<file path="src/design/i2c_pkg.sv">
`default_nettype none

package i2c_pkg;

    localparam int BYTE_W = 8;
    typedef logic [BYTE_W-1:0] byte_t;

    localparam int FRAME_BITS = BYTE_W + 1;       // eight data bits plus the ack slot
    typedef logic [3:0] bit_cnt_t;                // 0 to FRAME_BITS-1

    localparam int unsigned SCL_DIV_DEFAULT = 4;  // clk_50m cycles per SCL half period
    typedef logic [7:0] div_t;

    // one-hot sequencer state, the spare code falls back to IDLE
    typedef enum logic [10:0] {
        IDLE      = 11'b000_0000_0001,
        START     = 11'b000_0000_0010,
        ADDR      = 11'b000_0000_0100,
        ACK_ADDR  = 11'b000_0000_1000,
        DATA      = 11'b000_0001_0000,
        ACK_DATA  = 11'b000_0010_0000,
        STOP_LOW  = 11'b000_0100_0000,
        STOP_HIGH = 11'b000_1000_0000,
        STOP_RISE = 11'b001_0000_0000,
        DONE      = 11'b010_0000_0000,
        SPARE     = 11'b100_0000_0000
    } fsm_state_e;

    typedef enum logic [2:0] {
        SEL_HIGH    = 3'd0,
        SEL_LOW     = 3'd1,
        SEL_ADDR    = 3'd2,
        SEL_DATA    = 3'd3,
        SEL_RELEASE = 3'd4   // ack slot, slave owns SDA
    } sda_sel_e;

endpackage

`default_nettype wire

</file>
<file path="src/design/i2c_scl_if.sv">
`timescale 1ns/10ps
`default_nettype none

interface i2c_scl_if;
    import i2c_pkg::*;

    logic     run;      // divider enable
    logic     scl_en;   // SCL toggles on tick while set
    logic     tick;     // one cycle per SCL half period
    logic     scl;      // current SCL level
    bit_cnt_t bit_cnt;  // falling edges seen in the current byte

    modport timer (
        input  run,
        input  scl_en,
        output tick,
        output scl,
        output bit_cnt
    );

    modport seq (
        output run,
        output scl_en,
        input  tick,
        input  scl,
        input  bit_cnt
    );

endinterface

`default_nettype wire

</file>
<file path="src/design/i2c_byte_shifter.sv">
`timescale 1ns/10ps
`default_nettype none

module i2c_byte_shifter (
    input  logic           clk_50m,
    input  logic           rst_n,
    input  logic           load_i,
    input  logic           shift_i,
    input  i2c_pkg::byte_t byte_i,
    output logic           msb_o
);
    import i2c_pkg::*;

    byte_t byte_q;

    always_ff @(posedge clk_50m or negedge rst_n) begin
        if (!rst_n) begin
            byte_q <= '0;
        end else if (load_i) begin
            byte_q <= byte_i;  // load wins over shift
        end else if (shift_i) begin
            byte_q <= {byte_q[BYTE_W-2:0], 1'b0};
        end
    end

    assign msb_o = byte_q[BYTE_W-1];  // bit currently on the bus

endmodule

`default_nettype wire

</file>
<file path="src/design/i2c_master_write.sv">
`timescale 1ns/10ps
`default_nettype none

module i2c_master_write #(
    parameter int unsigned SCL_DIV = i2c_pkg::SCL_DIV_DEFAULT  // 2 to 255
) (
    input  logic           clk_50m,
    input  logic           rst_n,
    input  logic           wr_en_i,
    input  i2c_pkg::byte_t addr_i,   // includes the r/w bit
    input  i2c_pkg::byte_t data_i,
    input  logic           sda_i,
    output logic           scl_o,
    output logic           sda_o,
    output logic           sda_oe_o,
    output logic           busy_o,
    output logic           done_o,
    output logic           ack_addr_o,
    output logic           ack_data_o
);
    import i2c_pkg::*;

    sda_sel_e sda_sel;
    logic     addr_load;
    logic     addr_shift;
    logic     data_load;
    logic     data_shift;
    logic     addr_bit;
    logic     data_bit;

    i2c_scl_if scl_if ();

    i2c_scl_timer #(
        .SCL_DIV (SCL_DIV)
    ) scl_timer (
        .clk_50m (clk_50m),
        .rst_n   (rst_n),
        .scl     (scl_if.timer)
    );

    i2c_write_fsm write_fsm (
        .clk_50m      (clk_50m),
        .rst_n        (rst_n),
        .wr_en_i      (wr_en_i),
        .sda_i        (sda_i),
        .scl          (scl_if.seq),
        .addr_load_o  (addr_load),
        .addr_shift_o (addr_shift),
        .data_load_o  (data_load),
        .data_shift_o (data_shift),
        .sda_sel_o    (sda_sel),
        .busy_o       (busy_o),
        .done_o       (done_o),
        .ack_addr_o   (ack_addr_o),
        .ack_data_o   (ack_data_o)
    );

    i2c_byte_shifter addr_shifter (
        .clk_50m (clk_50m),
        .rst_n   (rst_n),
        .load_i  (addr_load),  // captures addr_i on acceptance
        .shift_i (addr_shift),
        .byte_i  (addr_i),
        .msb_o   (addr_bit)
    );

    i2c_byte_shifter data_shifter (
        .clk_50m (clk_50m),
        .rst_n   (rst_n),
        .load_i  (data_load),
        .shift_i (data_shift),
        .byte_i  (data_i),
        .msb_o   (data_bit)
    );

    i2c_sda_driver sda_driver (
        .clk_50m    (clk_50m),
        .rst_n      (rst_n),
        .sel_i      (sda_sel),
        .addr_bit_i (addr_bit),
        .data_bit_i (data_bit),
        .sda_o      (sda_o),
        .sda_oe_o   (sda_oe_o)
    );

    assign scl_o = scl_if.scl;  // already registered in the timer

endmodule

`default_nettype wire

</file>
<file path="src/design/i2c_scl_timer.sv">
`timescale 1ns/10ps
`default_nettype none

module i2c_scl_timer #(
    parameter int unsigned SCL_DIV = i2c_pkg::SCL_DIV_DEFAULT
) (
    input  logic     clk_50m,
    input  logic     rst_n,
    i2c_scl_if.timer scl
);
    import i2c_pkg::*;

    localparam div_t     DIV_LAST = div_t'(SCL_DIV - 1);
    localparam bit_cnt_t CNT_LAST = bit_cnt_t'(FRAME_BITS - 1);

    div_t     div_q;
    logic     tick;
    logic     scl_q;
    bit_cnt_t bit_cnt_q;

    // tick marks the cycle whose closing edge moves SCL
    assign tick = scl.run && (div_q == DIV_LAST);

    always_ff @(posedge clk_50m or negedge rst_n) begin
        if (!rst_n) begin
            div_q <= '0;
        end else if (!scl.run || tick) begin
            div_q <= '0;  // restart the half period
        end else begin
            div_q <= div_q + 1'b1;
        end
    end

    always_ff @(posedge clk_50m or negedge rst_n) begin
        if (!rst_n) begin
            scl_q     <= 1'b1;
            bit_cnt_q <= '0;
        end else if (!scl.scl_en) begin
            scl_q     <= 1'b1;  // bus idle or stop, SCL parked high
            bit_cnt_q <= '0;
        end else if (tick) begin
            scl_q <= !scl_q;
            if (scl_q) begin
                // falling edge, count it and wrap at the end of the frame
                if (bit_cnt_q == CNT_LAST) begin
                    bit_cnt_q <= '0;
                end else begin
                    bit_cnt_q <= bit_cnt_q + 1'b1;
                end
            end
        end
    end

    assign scl.tick    = tick;
    assign scl.scl     = scl_q;
    assign scl.bit_cnt = bit_cnt_q;

endmodule

`default_nettype wire

</file>
<file path="src/design/i2c_sda_driver.sv">
`timescale 1ns/10ps
`default_nettype none

module i2c_sda_driver (
    input  logic              clk_50m,
    input  logic              rst_n,
    input  i2c_pkg::sda_sel_e sel_i,
    input  logic              addr_bit_i,
    input  logic              data_bit_i,
    output logic              sda_o,
    output logic              sda_oe_o
);
    import i2c_pkg::*;

    logic sda_d;
    logic oe_d;

    always_comb begin
        sda_d = 1'b1;
        oe_d  = 1'b1;
        case (sel_i)
            SEL_HIGH: begin
                sda_d = 1'b1;  // idle level, also the stop edge
            end
            SEL_LOW: begin
                sda_d = 1'b0;  // start condition and stop setup
            end
            SEL_ADDR: begin
                sda_d = addr_bit_i;
            end
            SEL_DATA: begin
                sda_d = data_bit_i;
            end
            SEL_RELEASE: begin
                oe_d = 1'b0;  // let the slave drive the ack
            end
            default: begin
                sda_d = 1'b1;
                oe_d  = 1'b1;
            end
        endcase
    end

    // single output register so the pads never see a decode glitch
    always_ff @(posedge clk_50m or negedge rst_n) begin
        if (!rst_n) begin
            sda_o    <= 1'b1;
            sda_oe_o <= 1'b1;
        end else begin
            sda_o    <= sda_d;
            sda_oe_o <= oe_d;
        end
    end

endmodule

`default_nettype wire

</file>
<file path="src/design/i2c_write_fsm.sv">
`timescale 1ns/10ps
`default_nettype none

module i2c_write_fsm (
    input  logic              clk_50m,
    input  logic              rst_n,
    input  logic              wr_en_i,
    input  logic              sda_i,
    i2c_scl_if.seq            scl,
    output logic              addr_load_o,
    output logic              addr_shift_o,
    output logic              data_load_o,
    output logic              data_shift_o,
    output i2c_pkg::sda_sel_e sda_sel_o,
    output logic              busy_o,
    output logic              done_o,
    output logic              ack_addr_o,
    output logic              ack_data_o
);
    import i2c_pkg::*;

    fsm_state_e state_q;
    fsm_state_e state_d;
    logic       accept;
    logic       rise_tick;
    logic       fall_tick;
    logic       last_bit;
    logic       ack_addr_q;
    logic       ack_data_q;

    assign accept    = (state_q == IDLE) && wr_en_i;
    assign rise_tick = scl.tick && !scl.scl;  // SCL goes high after this cycle
    assign fall_tick = scl.tick && scl.scl;   // SCL goes low after this cycle
    assign last_bit  = (scl.bit_cnt == bit_cnt_t'(FRAME_BITS - 1));

    always_ff @(posedge clk_50m or negedge rst_n) begin
        if (!rst_n) begin
            state_q <= IDLE;
        end else begin
            state_q <= state_d;
        end
    end

    always_comb begin
        state_d = state_q;
        case (state_q)
            IDLE:      if (accept) state_d = START;
            START:     if (scl.tick) state_d = ADDR;   // SCL falls after start hold
            ADDR:      if (fall_tick && last_bit) state_d = ACK_ADDR;
            ACK_ADDR:  if (fall_tick) state_d = DATA;  // sent even after a nack
            DATA:      if (fall_tick && last_bit) state_d = ACK_DATA;
            ACK_DATA:  if (fall_tick) state_d = STOP_LOW;
            STOP_LOW:  if (scl.tick) state_d = STOP_HIGH;
            STOP_HIGH: if (scl.tick) state_d = STOP_RISE;
            STOP_RISE: if (scl.tick) state_d = DONE;
            DONE:      state_d = IDLE;
            SPARE:     state_d = IDLE;
            default:   state_d = IDLE;                 // illegal one-hot codes
        endcase
    end

    always_comb begin
        scl.run      = 1'b1;
        scl.scl_en   = 1'b1;
        sda_sel_o    = SEL_HIGH;
        addr_shift_o = 1'b0;
        data_shift_o = 1'b0;
        busy_o       = 1'b1;
        done_o       = 1'b0;
        case (state_q)
            START: begin
                sda_sel_o = SEL_LOW;
            end
            ADDR: begin
                sda_sel_o    = SEL_ADDR;
                addr_shift_o = fall_tick;  // next bit appears while SCL is low
            end
            ACK_ADDR: begin
                sda_sel_o = SEL_RELEASE;
            end
            DATA: begin
                sda_sel_o    = SEL_DATA;
                data_shift_o = fall_tick;
            end
            ACK_DATA: begin
                sda_sel_o = SEL_RELEASE;
            end
            STOP_LOW: begin
                sda_sel_o = SEL_LOW;  // pull SDA down under low SCL
            end
            STOP_HIGH: begin
                scl.scl_en = 1'b0;  // SCL back high, SDA still low
                sda_sel_o  = SEL_LOW;
            end
            STOP_RISE: begin
                scl.scl_en = 1'b0;  // SDA rises with SCL high
            end
            DONE: begin
                scl.run    = 1'b0;
                scl.scl_en = 1'b0;
                busy_o     = 1'b0;
                done_o     = 1'b1;
            end
            default: begin
                scl.run    = 1'b0;  // IDLE and the spare code
                scl.scl_en = 1'b0;
                busy_o     = 1'b0;
            end
        endcase
    end

    // ack is an active low response, held until the next transfer starts
    always_ff @(posedge clk_50m or negedge rst_n) begin
        if (!rst_n) begin
            ack_addr_q <= 1'b0;
            ack_data_q <= 1'b0;
        end else if (accept) begin
            ack_addr_q <= 1'b0;
            ack_data_q <= 1'b0;
        end else begin
            if ((state_q == ACK_ADDR) && rise_tick) begin
                ack_addr_q <= !sda_i;
            end
            if ((state_q == ACK_DATA) && rise_tick) begin
                ack_data_q <= !sda_i;
            end
        end
    end

    assign addr_load_o = accept;
    assign data_load_o = accept;
    assign ack_addr_o  = ack_addr_q;
    assign ack_data_o  = ack_data_q;

endmodule

`default_nettype wire

</file>
<file path="config.mk">
export PLATFORM = sky130hd
export DESIGN_NAME = i2c_master_write
export DESIGN_NICKNAME = d
export VERILOG_FILES = /design/src/design/i2c_pkg.sv /design/src/design/i2c_scl_if.sv /design/src/design/i2c_byte_shifter.sv /design/src/design/i2c_master_write.sv /design/src/design/i2c_scl_timer.sv /design/src/design/i2c_sda_driver.sv /design/src/design/i2c_write_fsm.sv
export SDC_FILE = /design/constraint.sdc
export NUM_CORES = 1
export LEC_CHECK = 0
export ABC_AREA = 1
export BUFFER_PORTS_ARGS = -buffer_cell sky130_fd_sc_hd__buf_2
export CORE_ASPECT_RATIO = 0.75
export CORE_MARGIN = 2
export CORE_UTILIZATION = 50
export CTS_CLUSTER_SIZE = 20
export DETAILED_ROUTE_END_ITERATION = 8
export MAX_ROUTING_LAYER = met4
export PLACE_DENSITY = 0.8
export SETUP_SLACK_MARGIN = 0.1
export SLEW_MARGIN = 20
export SYNTH_ARGS = -nofsm -noshare
export SYNTH_HDL_FRONTEND = slang
export SYNTH_SLANG_ARGS = --single-unit
</file>
<file path="constraint.sdc">
create_clock -name clk_50m -period 1.9 [get_ports clk_50m]
set_input_delay 0.19 -clock clk_50m [delete_from_list [all_inputs] [get_ports clk_50m]]
set_output_delay 0.19 -clock clk_50m [all_outputs]
set_load 0.02 [all_outputs]
</file>
==> results of run 1 <==
-- synth_stat cells (all sizes together) --
library cell and n:
a21oi 5, a31oi 1, buf 5, dfrtp 39, dfstp 4, ha 3
inv 53, nand2 106, nand3 21, nand3b 3, nand4 2, nor2 38
nor3 3, nor3b 1, nor4 3, o21ai 30, o32ai 1, or2 2
xnor2 1, xor2 3
-- state kept, by name, indices dropped and copies added, names as in the netlist, 4 cells and up --
name / cells
scl_timer.scl.bit_cnt: 4
data_shifter.byte_q: 8
scl_timer.div_q: 8
write_fsm.state_q: 10
addr_shifter.byte_q: 8
-- power groups by stage --
stage                     sequential [W]  combinational [W]  clock (W)
final                            0.00125            0.00229   0.000749
after global routing             0.00128            0.00249   0.000793
after CTS                        0.00123            0.00171   0.000751
after detailed placement         0.00123            0.00149          0
after global placement           0.00122            0.00145          0
after floorplan                  0.00122            0.00109          0
-- through the flow --
| step | TNS (ns) | total power [W] | setup WS (ns) | std cells | cell area (um2) |
|---|---|---|---|---|---|
| floorplan | 0 | 0.00231 | 0.0792 | 324 | 2430 |
| global placement | -0.167 | 0.00267 | -0.0318 | 421 | 2760 |
| detailed placement | -0.446 | 0.00273 | -0.0665 | 421 | 2760 |
| CTS | 0 | 0.00368 | 0.0464 | 445 | 3070 |
| global route | -3.59 | 0.00456 | -0.167 | 461 | 3500 |
| finish | -0.751 | 0.00429 | -0.0775 | 461 | 3500 |
-- critical path: cells and delay by family, from the launching register on --
family | cells | cell delay (ns)
AND/OR/NAND/NOR | 11 | 1.24
flip-flops | 1 | 0.42
buffers and inverters | 2 | 0.20
-- routing by layer --
layer,track usage (%),vias to the layer above
met4,8.87,0
met5,-,-
met3,6.85,29
li1,-,1165
met1,28.4,1182
met2,38.2,110
-- worst min path at each step --
stage	to	slack [ns]
2_1_floorplan	addr_shifter.byte_q[0]	-0.11
3_3_place_gp	write_fsm.state_q[6]	0.14
3_5_place_dp	write_fsm.state_q[6]	0.14
4_1_cts	data_shifter.byte_q[0]	0.08
5_1_grt	data_shifter.byte_q[0]	0.08
6_report	data_shifter.byte_q[0]	0.08
-- layout make-up --
cell class | instances | area share [%]
multi-input cells | 223 | 40.7
flip-flops and latches | 43 | 31.0
repair buffers | 77 | 17.3
inverters | 53 | 5.83
well taps | 57 | 2.04
clock buffers | 5 | 1.97
clock inverters | 3 | 1.25
-- cell families after synthesis --
kind of cell | after synthesis | synth area share (%)
flip-flops | 43 | 44.7
AO/OA/AOI/OAI | 37 | 8.80
adder cells (fa/ha/maj) | 3 | 1.55
AND/OR/NAND/NOR | 179 | 34.0
XOR/XNOR | 4 | 1.45
buffers and inverters | 58 | 9.52
-- what timing repair did --
item / CTS / global route
setup buffers: 15 / 16
hold buffers: 1 / 0
pin swaps: 17 / 17
cloned: 0 / 2
endpoints found under the setup margin: 35 / 43
endpoints found under the hold margin: 15 / 0
resized for setup: 22 / 84
==> metrics.log, run 1 <==
[metrics] run status: complete, but fails checks
[metrics] violated checks: negative setup slack
[metrics] total length of routed met3 wires: about 420 um
[metrics] total standard cell area after synthesis: 0.00242 mm2
[metrics] WS Path Type: reg -> reg
[metrics] height of the die: 64.2 um
[metrics] starting DRC count in detailed routing: about 140
[metrics] number of clock buffers inserted by TritonCTS: 5
[metrics] routed wl met2: approximately 3400 um
[metrics] power dissipated by switching net loads: roughly 0.0018 W
[metrics] Avg Cell Area, Syn: 7.46 um2
[metrics] sequential share of power: around 30%
[metrics] DRC violation count after routing: 0
[metrics] share of power burned in combinational logic: ~53%
[metrics] uppermost metal layer occupied by signal nets: met4
[metrics] GRT Overall Usage: between 20% and 30%
[metrics] Synth area leaders: dfrtp_1, nand2_1, inv_1, nor2_1, dfstp_2
[metrics] global-route wire length before repair: roughly 9700 um
[metrics] most common library cell in the layout ignoring fill and taps: nand2_1
[metrics] nets@finish: 426
[metrics] Yosys reg bits: 43
[metrics] worst clock skew on the final layout: 0.00743 ns
[metrics] TritonCTS clock tree: yes
[metrics] clock latency of the later-clocked register in the worst-skew pair: 0.32 ns
[metrics] maximum number of pins on one net before global-route repair: 18
[metrics] top cell type by total area after synthesis: dfrtp_1
[metrics] crit path cell chain: nor2_4 > buf_6 > inv_2 > nor2_4 > nand2_2 > nand2_2 > nor2_4 > nand2_4 > nand4_1 > nand2_4 > nand2_4 > nand2_1 > nand2_1
[metrics] number of H-tree levels: 2
[metrics] initial core utilization: roughly 53%
[metrics] leak pwr: about 1.8 nW
[metrics] number of warning messages in the yosys log: 0
[metrics] longest individual stage delay on the worst path: ~0.42 ns
[metrics] cells on worst reg2reg path: 13
[metrics] nature of the critical path startpoint: register
[metrics] Min Hold Slack: about 0.08 ns
[metrics] number of hold violations in the final report: 0
[metrics] Crit. End Element: register
[metrics] crit path setup slack, layout: -0.0775 ns
[metrics] P_int: between 0.002 and 0.0025 W
[metrics] number of filler instances in the final layout: between 200 and 300
[metrics] relative max-transition margin: a little under three quarters
[metrics] Buffers on Ports: 26
[metrics] Req. time, crit path: approximately 2.1 ns
[metrics] share of cells above drive strength 1: roughly 43%
[metrics] Die Width: roughly 84 um
[metrics] Tightest Pin Transition: 0.432 ns
[metrics] crit path max-delay cell type: dfrtp_1
[metrics] area enclosed by the die boundary: approximately 0.0054 mm2
[metrics] total inserted antenna cells: 0
[metrics] vias in the first global route: 2,165
[metrics] HPWL reported at the end of detailed placement: roughly 3800 um
[metrics] remaining antenna violation count after routing: 0
[metrics] most used cells in the layout excluding fill and tap cells: nand2_1, inv_1, dfrtp_1
[metrics] critical path arrival: 2.19 ns
[metrics] Yosys top cell area share: between 40% and 50%
[metrics] final wirelength: between 6000 and 7000 um
[metrics] hold path start: data_i[0]
[metrics] post-synthesis to final-layout area growth: 44.5%
[metrics] max-slew violation total from the final report: 0
[metrics] clock tree sinks: between 40 and 50
[metrics] number of library cell types mapped by synthesis: 31
[metrics] r2r startpoint: write_fsm.state_q[8]
[metrics] Max FO, Critical Path: 9
[metrics] number of vias after detailed routing: around 2,500
[metrics] worst setup slack for register-to-register paths: -0.08 ns
[metrics] buffer levels on the longest clock path: 2
[metrics] final-report setup violation count: 20
[metrics] standard cell core area: 0.00455 mm2
[metrics] portion of the clock cycle consumed by the worst path in the final layout: 104%
[metrics] synthesized netlist net count: between 300 and 400
[metrics] multi-input logic area: 0.00142 mm2
[metrics] fmax: approximately 510 MHz
[metrics] Sequential Area: 0.00108 mm2
[metrics] Pre-antenna DRT Iters: 5
[metrics] Hold Path Cell Cnt: 3
[metrics] RSZ-0062 raised after global routing: yes
[metrics] Hold/Removal Path Class: in -> reg
[metrics] post-synthesis cell count: 324
[metrics] clock input transition at the sequential cells of the worst setup and hold paths: 0.09 ns
[metrics] sequential element share of the synthesized area: between 40% and 50%
[metrics] end of the worst register-to-register path: write_fsm.state_q[8]
[metrics] minimum clock period: between 1.5 and 2 ns
[metrics] final standard cell utilization of the core: approximately three quarters
[metrics] Max rail drop VDD: between 0.0007 and 0.0008 V
[metrics] number of cell rows: 21
[metrics] Worst setup startpoint: write_fsm.state_q[8]
[metrics] grt total ovfl: 0
[metrics] clock group share of total power: between 10% and 20%
[metrics] routability-driven placement congestion ratio: just under 1
[metrics] switching part of the total power: around 43%
[metrics] root buf cell: clkbuf_8
[metrics] initial antenna violation count: 0
[metrics] max-cap check violation count: 0
[metrics] Pwr per Cell Area: 1230 mW/mm2
[metrics] Wirelength per Cell: between 15 and 20 um
[metrics] vias per std cell: 5.39
[metrics] timing endpoint of the critical path: write_fsm.state_q[8]
[metrics] IO Count: 27
[metrics] detailed-route wire length on metal 1: around 2800 um
Power figures use the tool's default switching activity.
==> inputs of run 2 (changes only) <==
Settings changed: GPL_TIMING_DRIVEN set to 0, REMOVE_ABC_BUFFERS set to 1.
==> run 2 against run 1 <==
Compared with the run above: wire length shrank 8.8%; sequential power is essentially flat; combinational power is 7% lower; die area stayed put; power fell by 7.9%; clock skew about the same; final cell count decreased by 1.3%; the flow still finishes with violations (negative setup slack); highest routed layer unchanged; clock power decreased by 22%.
==> metrics.log, run 2 (same netlist as run 1, synthesis figures left out) <==
[metrics] run status: complete, but fails checks
[metrics] violated checks: negative setup slack
[metrics] cell total after placement: approximately 400
[metrics] Worst setup startpoint: write_fsm.state_q[9]
[metrics] number of H-tree levels: 2
[metrics] height of the die: about 64 um
[metrics] register name with the most flops: write_fsm.state_q
[metrics] count of hold-fix buffers inserted at cts: 0
[metrics] share of cells above drive strength 1: 33.9%
[metrics] final wirelength: roughly 6400 um
[metrics] Wirelength per Cell: between 10 and 15 um
[metrics] clock latency of the later-clocked register in the worst-skew pair: ~0.30 ns
[metrics] most numerous cell on the critical path: nand2_2
[metrics] buffer levels on the longest clock path: 2
[metrics] grt total ovfl: 0
[metrics] Max rail drop VDD: 0.000666 V
[metrics] Layout Cells excl Fill: around 460
[metrics] worst setup timing slack at the placement stage: -0.895 ns
[metrics] final instance area: ~0.0032 mm2
[metrics] RSZ-0062 raised after global routing: yes
[metrics] crit path setup slack, layout: -0.151 ns
[metrics] critical path arrival: 2.29 ns
[metrics] r2r startpoint: write_fsm.state_q[9]
[metrics] routability-driven placement congestion ratio: between 0.8 and 0.9
[metrics] Pwr per Cell Area: between 1000 and 1500 mW/mm2
[metrics] root buf cell: clkbuf_8
[metrics] nets@finish: 420
[metrics] area enclosed by the die boundary: 0.00542 mm2
[metrics] starting DRC count in detailed routing: roughly 120
[metrics] crit path max-delay cell type: dfrtp_1
[metrics] timing endpoint of the critical path: write_fsm.state_q[4]
[metrics] share of power burned in combinational logic: 54.0%
[metrics] longest individual stage delay on the worst path: between 0.4 and 0.5 ns
[metrics] vias per std cell: between 5 and 6
[metrics] IO Count: 27
[metrics] cells on worst reg2reg path: 12
[metrics] vias in the first global route: approximately 2,200
[metrics] Top delay family on crit path: simple AND/OR/NAND/NOR gates
[metrics] remaining antenna violation count after routing: 0
[metrics] end of the worst register-to-register path: write_fsm.state_q[4]
[metrics] GRT Overall Usage: between 20% and 30%
[metrics] minimum clock period: just over 2 ns
[metrics] P_int: 0.00228 W
[metrics] crit path cell chain: nor2_4 > nand2_2 > nor2_4 > nand2_2 > nand2_2 > nor2_2 > nand2_4 > nand3_4 > a21oi_4 > buf_4 > nand3_1 > nand2_1
[metrics] leak pwr: 1.72 nW
[metrics] standard cell core area: approximately 0.0045 mm2
[metrics] global-route wire length before repair: 9980 um
[metrics] logic depth of the worst setup path including buffers: 12
[metrics] number of hold violations in the final report: 0
[metrics] nature of the critical path startpoint: register
[metrics] number of vias after detailed routing: between 2,000 and 2,500
[metrics] buffers plus inverters on the worst setup path: 1
[metrics] Crit. End Element: register
[metrics] initial core utilization: a little over half
[metrics] Hold/Removal Path Class: in -> async
[metrics] number of cell rows: 21
[metrics] fmax: 488 MHz
[metrics] clock tree sinks: between 40 and 50
[metrics] DRC violation count after routing: 0
[metrics] worst setup slack for register-to-register paths: -0.15 ns
[metrics] power dissipated by switching net loads: 0.00167 W
[metrics] final-report setup violation count: 27
[metrics] most used cells in the layout excluding fill and tap cells: nand2_1, inv_1, dfrtp_1
[metrics] maximum number of pins on one net before global-route repair: 44
[metrics] Max FO, Critical Path: 7
[metrics] relative max-transition margin: 36.8%
[metrics] WS Path Type: reg -> reg
[metrics] sequential share of power: between 30% and 40%
[metrics] total inserted antenna cells: 0
[metrics] post-synthesis to final-layout area growth: 33.2%
[metrics] most common library cell in the layout ignoring fill and taps: nand2_1
[metrics] TritonCTS clock tree: yes
[metrics] Pre-antenna DRT Iters: 4
[metrics] Req. time, crit path: about 2.1 ns
[metrics] clock group share of total power: approximately 15%
[metrics] portion of the clock cycle consumed by the worst path in the final layout: 108%
[metrics] flip-flop count of the largest register, all copies and words added: 10
[metrics] placed standard-cell area: between 0.002 and 0.003 mm2
[metrics] clock input transition at the sequential cells of the worst setup and hold paths: roughly 0.090 ns
[metrics] initial antenna violation count: 0
[metrics] number of clock buffers inserted by TritonCTS: 5
[metrics] Buffers on Ports: 26
[metrics] max-slew violation total from the final report: 0
[metrics] Die Width: ~84 um
[metrics] Tightest Pin Transition: approximately 0.95 ns
[metrics] HPWL reported at the end of detailed placement: roughly 3600 um
[metrics] switching part of the total power: between 40% and 50%
[metrics] max-cap check violation count: 0
[metrics] worst clock skew on the final layout: 0.00700 ns
run 2: stage by stage:
stage / total power (W) / utilization, % / TNS (ns) / hold slack (ns)
2_1_floorplan: 0.00225 / - / -8.96 / -0.106
3_3_place_gp: 0.00252 / 57.0 / -20.66 / 0.389
3_5_place_dp: 0.00257 / 57.0 / -13.05 / 0.394
4_1_cts: 0.00363 / 66.9 / -0.0671 / 0.0786
5_1_grt: 0.00424 / 70.9 / -4.87 / 0.112
6_report: 0.00395 / 70.9 / -1.77 / 0.0325
run 2: cell type report:
class                           instances  area (um2)
Inverter                               53         201
Clock buffer                            6        72.6
Clock inverter                          2        13.8
Tap cell                               57        71.3
Sequential cell                        43        1080
Timing Repair Buffer                   69         517
Fill cell                             338        1320
Multi-Input combinational cell        225        1260
run 2: per-layer routing:
metal  track usage (%)  vias up  share of wire [%]
met5                 -        -                  0
met4              8.06        0                2.2
met3              4.39       16                5.2
met2              38.3       86                 48
met1              30.1     1095                 44
li1                  -     1154                  -
run 2: power groups by stage:
stage / clock [W] / sequential (W) / combinational, W
2_1_floorplan: 0 / 0.00122 / 0.00103
3_3_place_gp: 0 / 0.00123 / 0.00129
3_5_place_dp: 0 / 0.00124 / 0.00134
4_1_cts: 0.000589 / 0.00122 / 0.00181
5_1_grt: 0.000632 / 0.00125 / 0.00235
6_report: 0.000587 / 0.00123 / 0.00213
run 2: how the worst min path moves through the flow:
stage                     startpoint                     end  slack (ns)  cells after the start
after floorplan                rst_n  addr_shifter.byte_q[0]       -0.11                      0
after global placement         rst_n    write_fsm.state_q[9]        0.39                      1
after detailed placement       rst_n    write_fsm.state_q[9]        0.39                      1
after CTS                      rst_n    write_fsm.state_q[2]        0.08                      1
after global routing           rst_n    write_fsm.state_q[2]        0.11                      1
final                          rst_n    write_fsm.state_q[2]        0.03                      1
run 2: worst reg2reg max path, delay by kind of cell, from the launching register on:
kind / cells / cell delay [ns]
buffers and inverters: 1 / 0.17
AND/OR/NAND/NOR: 10 / 1.13
flip-flops: 1 / 0.42
AO/OA/AOI/OAI: 1 / 0.28
run 2: timing repair:
item	in CTS	in global routing
gates resized for setup	27	30
gates cloned	2	1
pin swaps	16	12
setup buffers	31	11
endpoints found under the setup margin	30	40
==> inputs of run 3 (changes only) <==
Settings changed: ABC_AREA 1 to unset.
==> run 3 against run 2 <==
Compared with the run above: the flow still finishes with violations (negative setup slack); power down 13%; core utilization increased by 0.46 points; combinational power fell by 32%; sequential power grew 9%; via count fell by 18%; global-route usage is 0.71 points higher; critical path type unchanged; largest cell class unchanged; largest power group unchanged.
==> metrics.log, run 3 <==
[metrics] Pwr per Cell Area: between 1000 and 1500 mW/mm2
[metrics] violated checks: negative setup slack
[metrics] number of vias after detailed routing: 1,922
[metrics] Pre-antenna DRT Iters: 4
[metrics] run status: complete, but fails checks
[metrics] WS Path Type: reg -> reg
[metrics] library cell with the highest instance count after synthesis: dfrtp_1
[metrics] post-synthesis compound-gate area fraction: roughly 10%
[metrics] Top delay family on crit path: compound AO/OA/AOI/OAI gates
[metrics] final standard cell utilization of the core: slightly above 70%
[metrics] clock input transition at the sequential cells of the worst setup and hold paths: around 0.09 ns
[metrics] global-route wire length before repair: between 9000 and 10,000 um
[metrics] top post-synthesis cells by count: dfrtp_1, nor2_1, nand2_1
[metrics] clock latency of the later-clocked register in the worst-skew pair: around 0.3 ns
[metrics] maximum number of pins on one net before global-route repair: 44
[metrics] nature of the critical path startpoint: register
[metrics] post-synthesis simple-gate area fraction: a little over a fifth
[metrics] IO Count: 27
[metrics] total inserted antenna cells: 0
[metrics] top cell type by total area after synthesis: dfrtp_1
[metrics] Yosys top cell area share: about 43%
[metrics] DRC violation count after routing: 0
[metrics] initial core utilization: roughly half
[metrics] number of cell rows: 21
[metrics] Die Width: around 82 um
[metrics] max-cap check violation count: 0
[metrics] initial antenna violation count: 0
[metrics] vias per std cell: 5.62
[metrics] number of filler instances in the final layout: about 300
[metrics] synthesized-area fraction occupied by adder cells: under 10%
[metrics] portion of the clock cycle consumed by the worst path in the final layout: 119%
[metrics] Yosys reg bits: 43
[metrics] Hold/Removal Path Class: in -> async
[metrics] count of hold-fix buffers inserted at cts: 0
[metrics] Most used DFF post-synth: dfrtp_1
[metrics] TritonCTS clock tree: yes
[metrics] number of hold violations in the final report: 0
[metrics] portion of netlist area occupied by mux cells: between 10% and 20%
[metrics] grt total ovfl: 0
[metrics] number of H-tree levels: 2
[metrics] Crit. End Element: register
[metrics] total standard cell area after synthesis: between 0.002 and 0.0025 mm2
[metrics] Req. time, crit path: 2.09 ns
[metrics] crit path setup slack, layout: -0.366 ns
[metrics] RSZ-0062 raised after global routing: yes
[metrics] Max rail drop VDD: roughly 0.00066 V
[metrics] crit path cell chain: nor4_4 > nand4_1 > o31ai_4 > o21bai_4 > a31oi_4 > o221a_4 > mux2_4
[metrics] register name with the most flops: write_fsm.state_q
[metrics] HPWL reported at the end of detailed placement: 3020 um
[metrics] flip-flop count of the largest register, all copies and words added: 10
[metrics] count of flip-flops with a built-in enable after synthesis: 0
[metrics] buffers plus inverters on the worst setup path: 0
[metrics] vias in the first global route: around 1,900
[metrics] leak pwr: 1.40 nW
[metrics] Tightest Pin Transition: between 0.9 and 1 ns
[metrics] standard cell core area: between 0.004 and 0.005 mm2
[metrics] root buf cell: clkbuf_8
[metrics] minimum clock period: about 2.3 ns
[metrics] total chip power: roughly 0.0034 W
[metrics] Max FO, Critical Path: 6
[metrics] Wirelength per Cell: between 15 and 20 um
[metrics] GRT Overall Usage: between 20% and 30%
[metrics] share of cells above drive strength 1: a little under half
[metrics] longest individual stage delay on the worst path: between 0.4 and 0.5 ns
[metrics] most common library cell in the layout ignoring fill and taps: dfrtp_1
[metrics] routability-driven placement congestion ratio: ~0.83
[metrics] sequential element share of the synthesized area: 47.9%
[metrics] number of clock buffers inserted by TritonCTS: 5
[metrics] final wirelength: 5880 um
[metrics] final-report setup violation count: 41
[metrics] crit path max-delay cell type: dfrtp_2
[metrics] post-synthesis xor/xnor area fraction: approximately 3.9%
[metrics] fmax: 441 MHz
[metrics] post-synthesis to final-layout area growth: 38.8%
[metrics] height of the die: between 60 and 70 um
[metrics] critical path arrival: about 2.5 ns
[metrics] most used cells in the layout excluding fill and tap cells: dfrtp_1, buf_2, buf_4
[metrics] remaining antenna violation count after routing: 0
[metrics] post-synthesis cell count: 227
[metrics] number of library cell types mapped by synthesis: 45
[metrics] number of warning messages in the yosys log: 0
[metrics] starting DRC count in detailed routing: 123
[metrics] Synth area leaders: dfrtp_1, mux2i_1, nor2_1, dfstp_2, nand2_1
[metrics] Avg Cell Area, Syn: about 10 um2
[metrics] asr flop ratio synth: 100%
[metrics] relative max-transition margin: between 30% and 40%
[metrics] dominant combinational cell family by area after synthesis: simple AND/OR/NAND/NOR gates
[metrics] clock tree sinks: between 40 and 50
[metrics] nets@finish: around 300
[metrics] Buffers on Ports: 26
[metrics] max-slew violation total from the final report: 0
[metrics] buffer levels on the longest clock path: 2
[metrics] worst clock skew on the final layout: roughly 0.0055 ns
[metrics] area enclosed by the die boundary: roughly 0.0051 mm2
[run 3: repair_timing]
| item | in CTS | in global routing |
|---|---|---|
| pin swaps | 20 | 19 |
| setup endpoints to repair | 43 | 43 |
| gates resized for setup | 56 | 28 |
| buffers inserted | 19 | 12 |
| cloned | 2 | 1 |
[run 3: per-stage QoR]
stage / TNS (ns) / worst slack (ns) / hold WS [ns] / area [um2] / std cells
after global routing: -10.99 / -0.417 / 0.0932 / 3130 / 342
final: -8.03 / -0.366 / 0.0297 / 3130 / 342
after CTS: -5.35 / -0.323 / 0.0688 / 2900 / 330
after detailed placement: -19.27 / -0.830 / 0.384 / 2410 / 301
after floorplan: -6.07 / -0.421 / -0.106 / 2210 / 218
after global placement: -16.91 / -0.763 / 0.381 / 2410 / 301
[run 3: kinds of logic (layout without fill, tap and decap cells)]
logic type | count (synthesis) | after routing
simple gates | 97 | 100
flops | 43 | 43
compound gates | 34 | 34
mux | 22 | 22
buf+inv | 18 | 73
xor+xnor | 10 | 10
fa+ha+maj | 3 | 3
[run 3: cell type report]
type | count | area (um2) | share of cell area [%]
Clock inverter | 1 | 7.51 | 0.240
Inverter | 9 | 33.8 | 1.08
Timing Repair Buffer | 56 | 412 | 13.1
Tap cell | 57 | 71.3 | 2.28
Clock buffer | 7 | 96.3 | 3.08
Sequential cell | 43 | 1090 | 34.8
Multi-Input combinational cell | 169 | 1420 | 45.4
[run 3: worst paths after layout]
check / slack (ns) / depth (start not counted) / startpoint / end
worst max-delay path: -0.37 / 7 / write_fsm.state_q[5] / write_fsm.state_q[4]
worst min-delay path: 0.03 / 1 / rst_n / scl_timer.div_q[4]
worst max register to register: -0.37 / 7 / write_fsm.state_q[5] / write_fsm.state_q[4]
worst min register to register: 0.51 / 1 / data_shifter.byte_q[3] / data_shifter.byte_q[4]
max in group asynchronous: 1.21 / 1 / rst_n / write_fsm.state_q[3]
min in group clk_50m: 0.08 / 3 / addr_i[0] / addr_shifter.byte_q[0]
[run 3: layer usage]
metal | wire [um] | vias up | GRT usage (%)
met5 | 0 | - | -
met4 | 62 | 0 | 6.14
met3 | 193 | 8 | 5.23
met2 | 3010 | 38 | 36.7
met1 | 2610 | 970 | 33.6
li1 | - | 906 | -
[run 3: worst register-to-register path, delay by kind of cell (launching register included)]
kind / cells / cell delay [ns]
and+or+nand+nor: 2 / 0.64
AOI/OAI and AO/OA: 4 / 0.73
DFF: 1 / 0.47
muxes: 1 / 0.32
[run 3: report_power, final]
part / switching (W) / total, W / internal, W
registers: 0.000197 / 0.00134 / 0.00114
logic: 0.000822 / 0.00145 / 0.000624
clock network: 0.000327 / 0.000658 / 0.000331
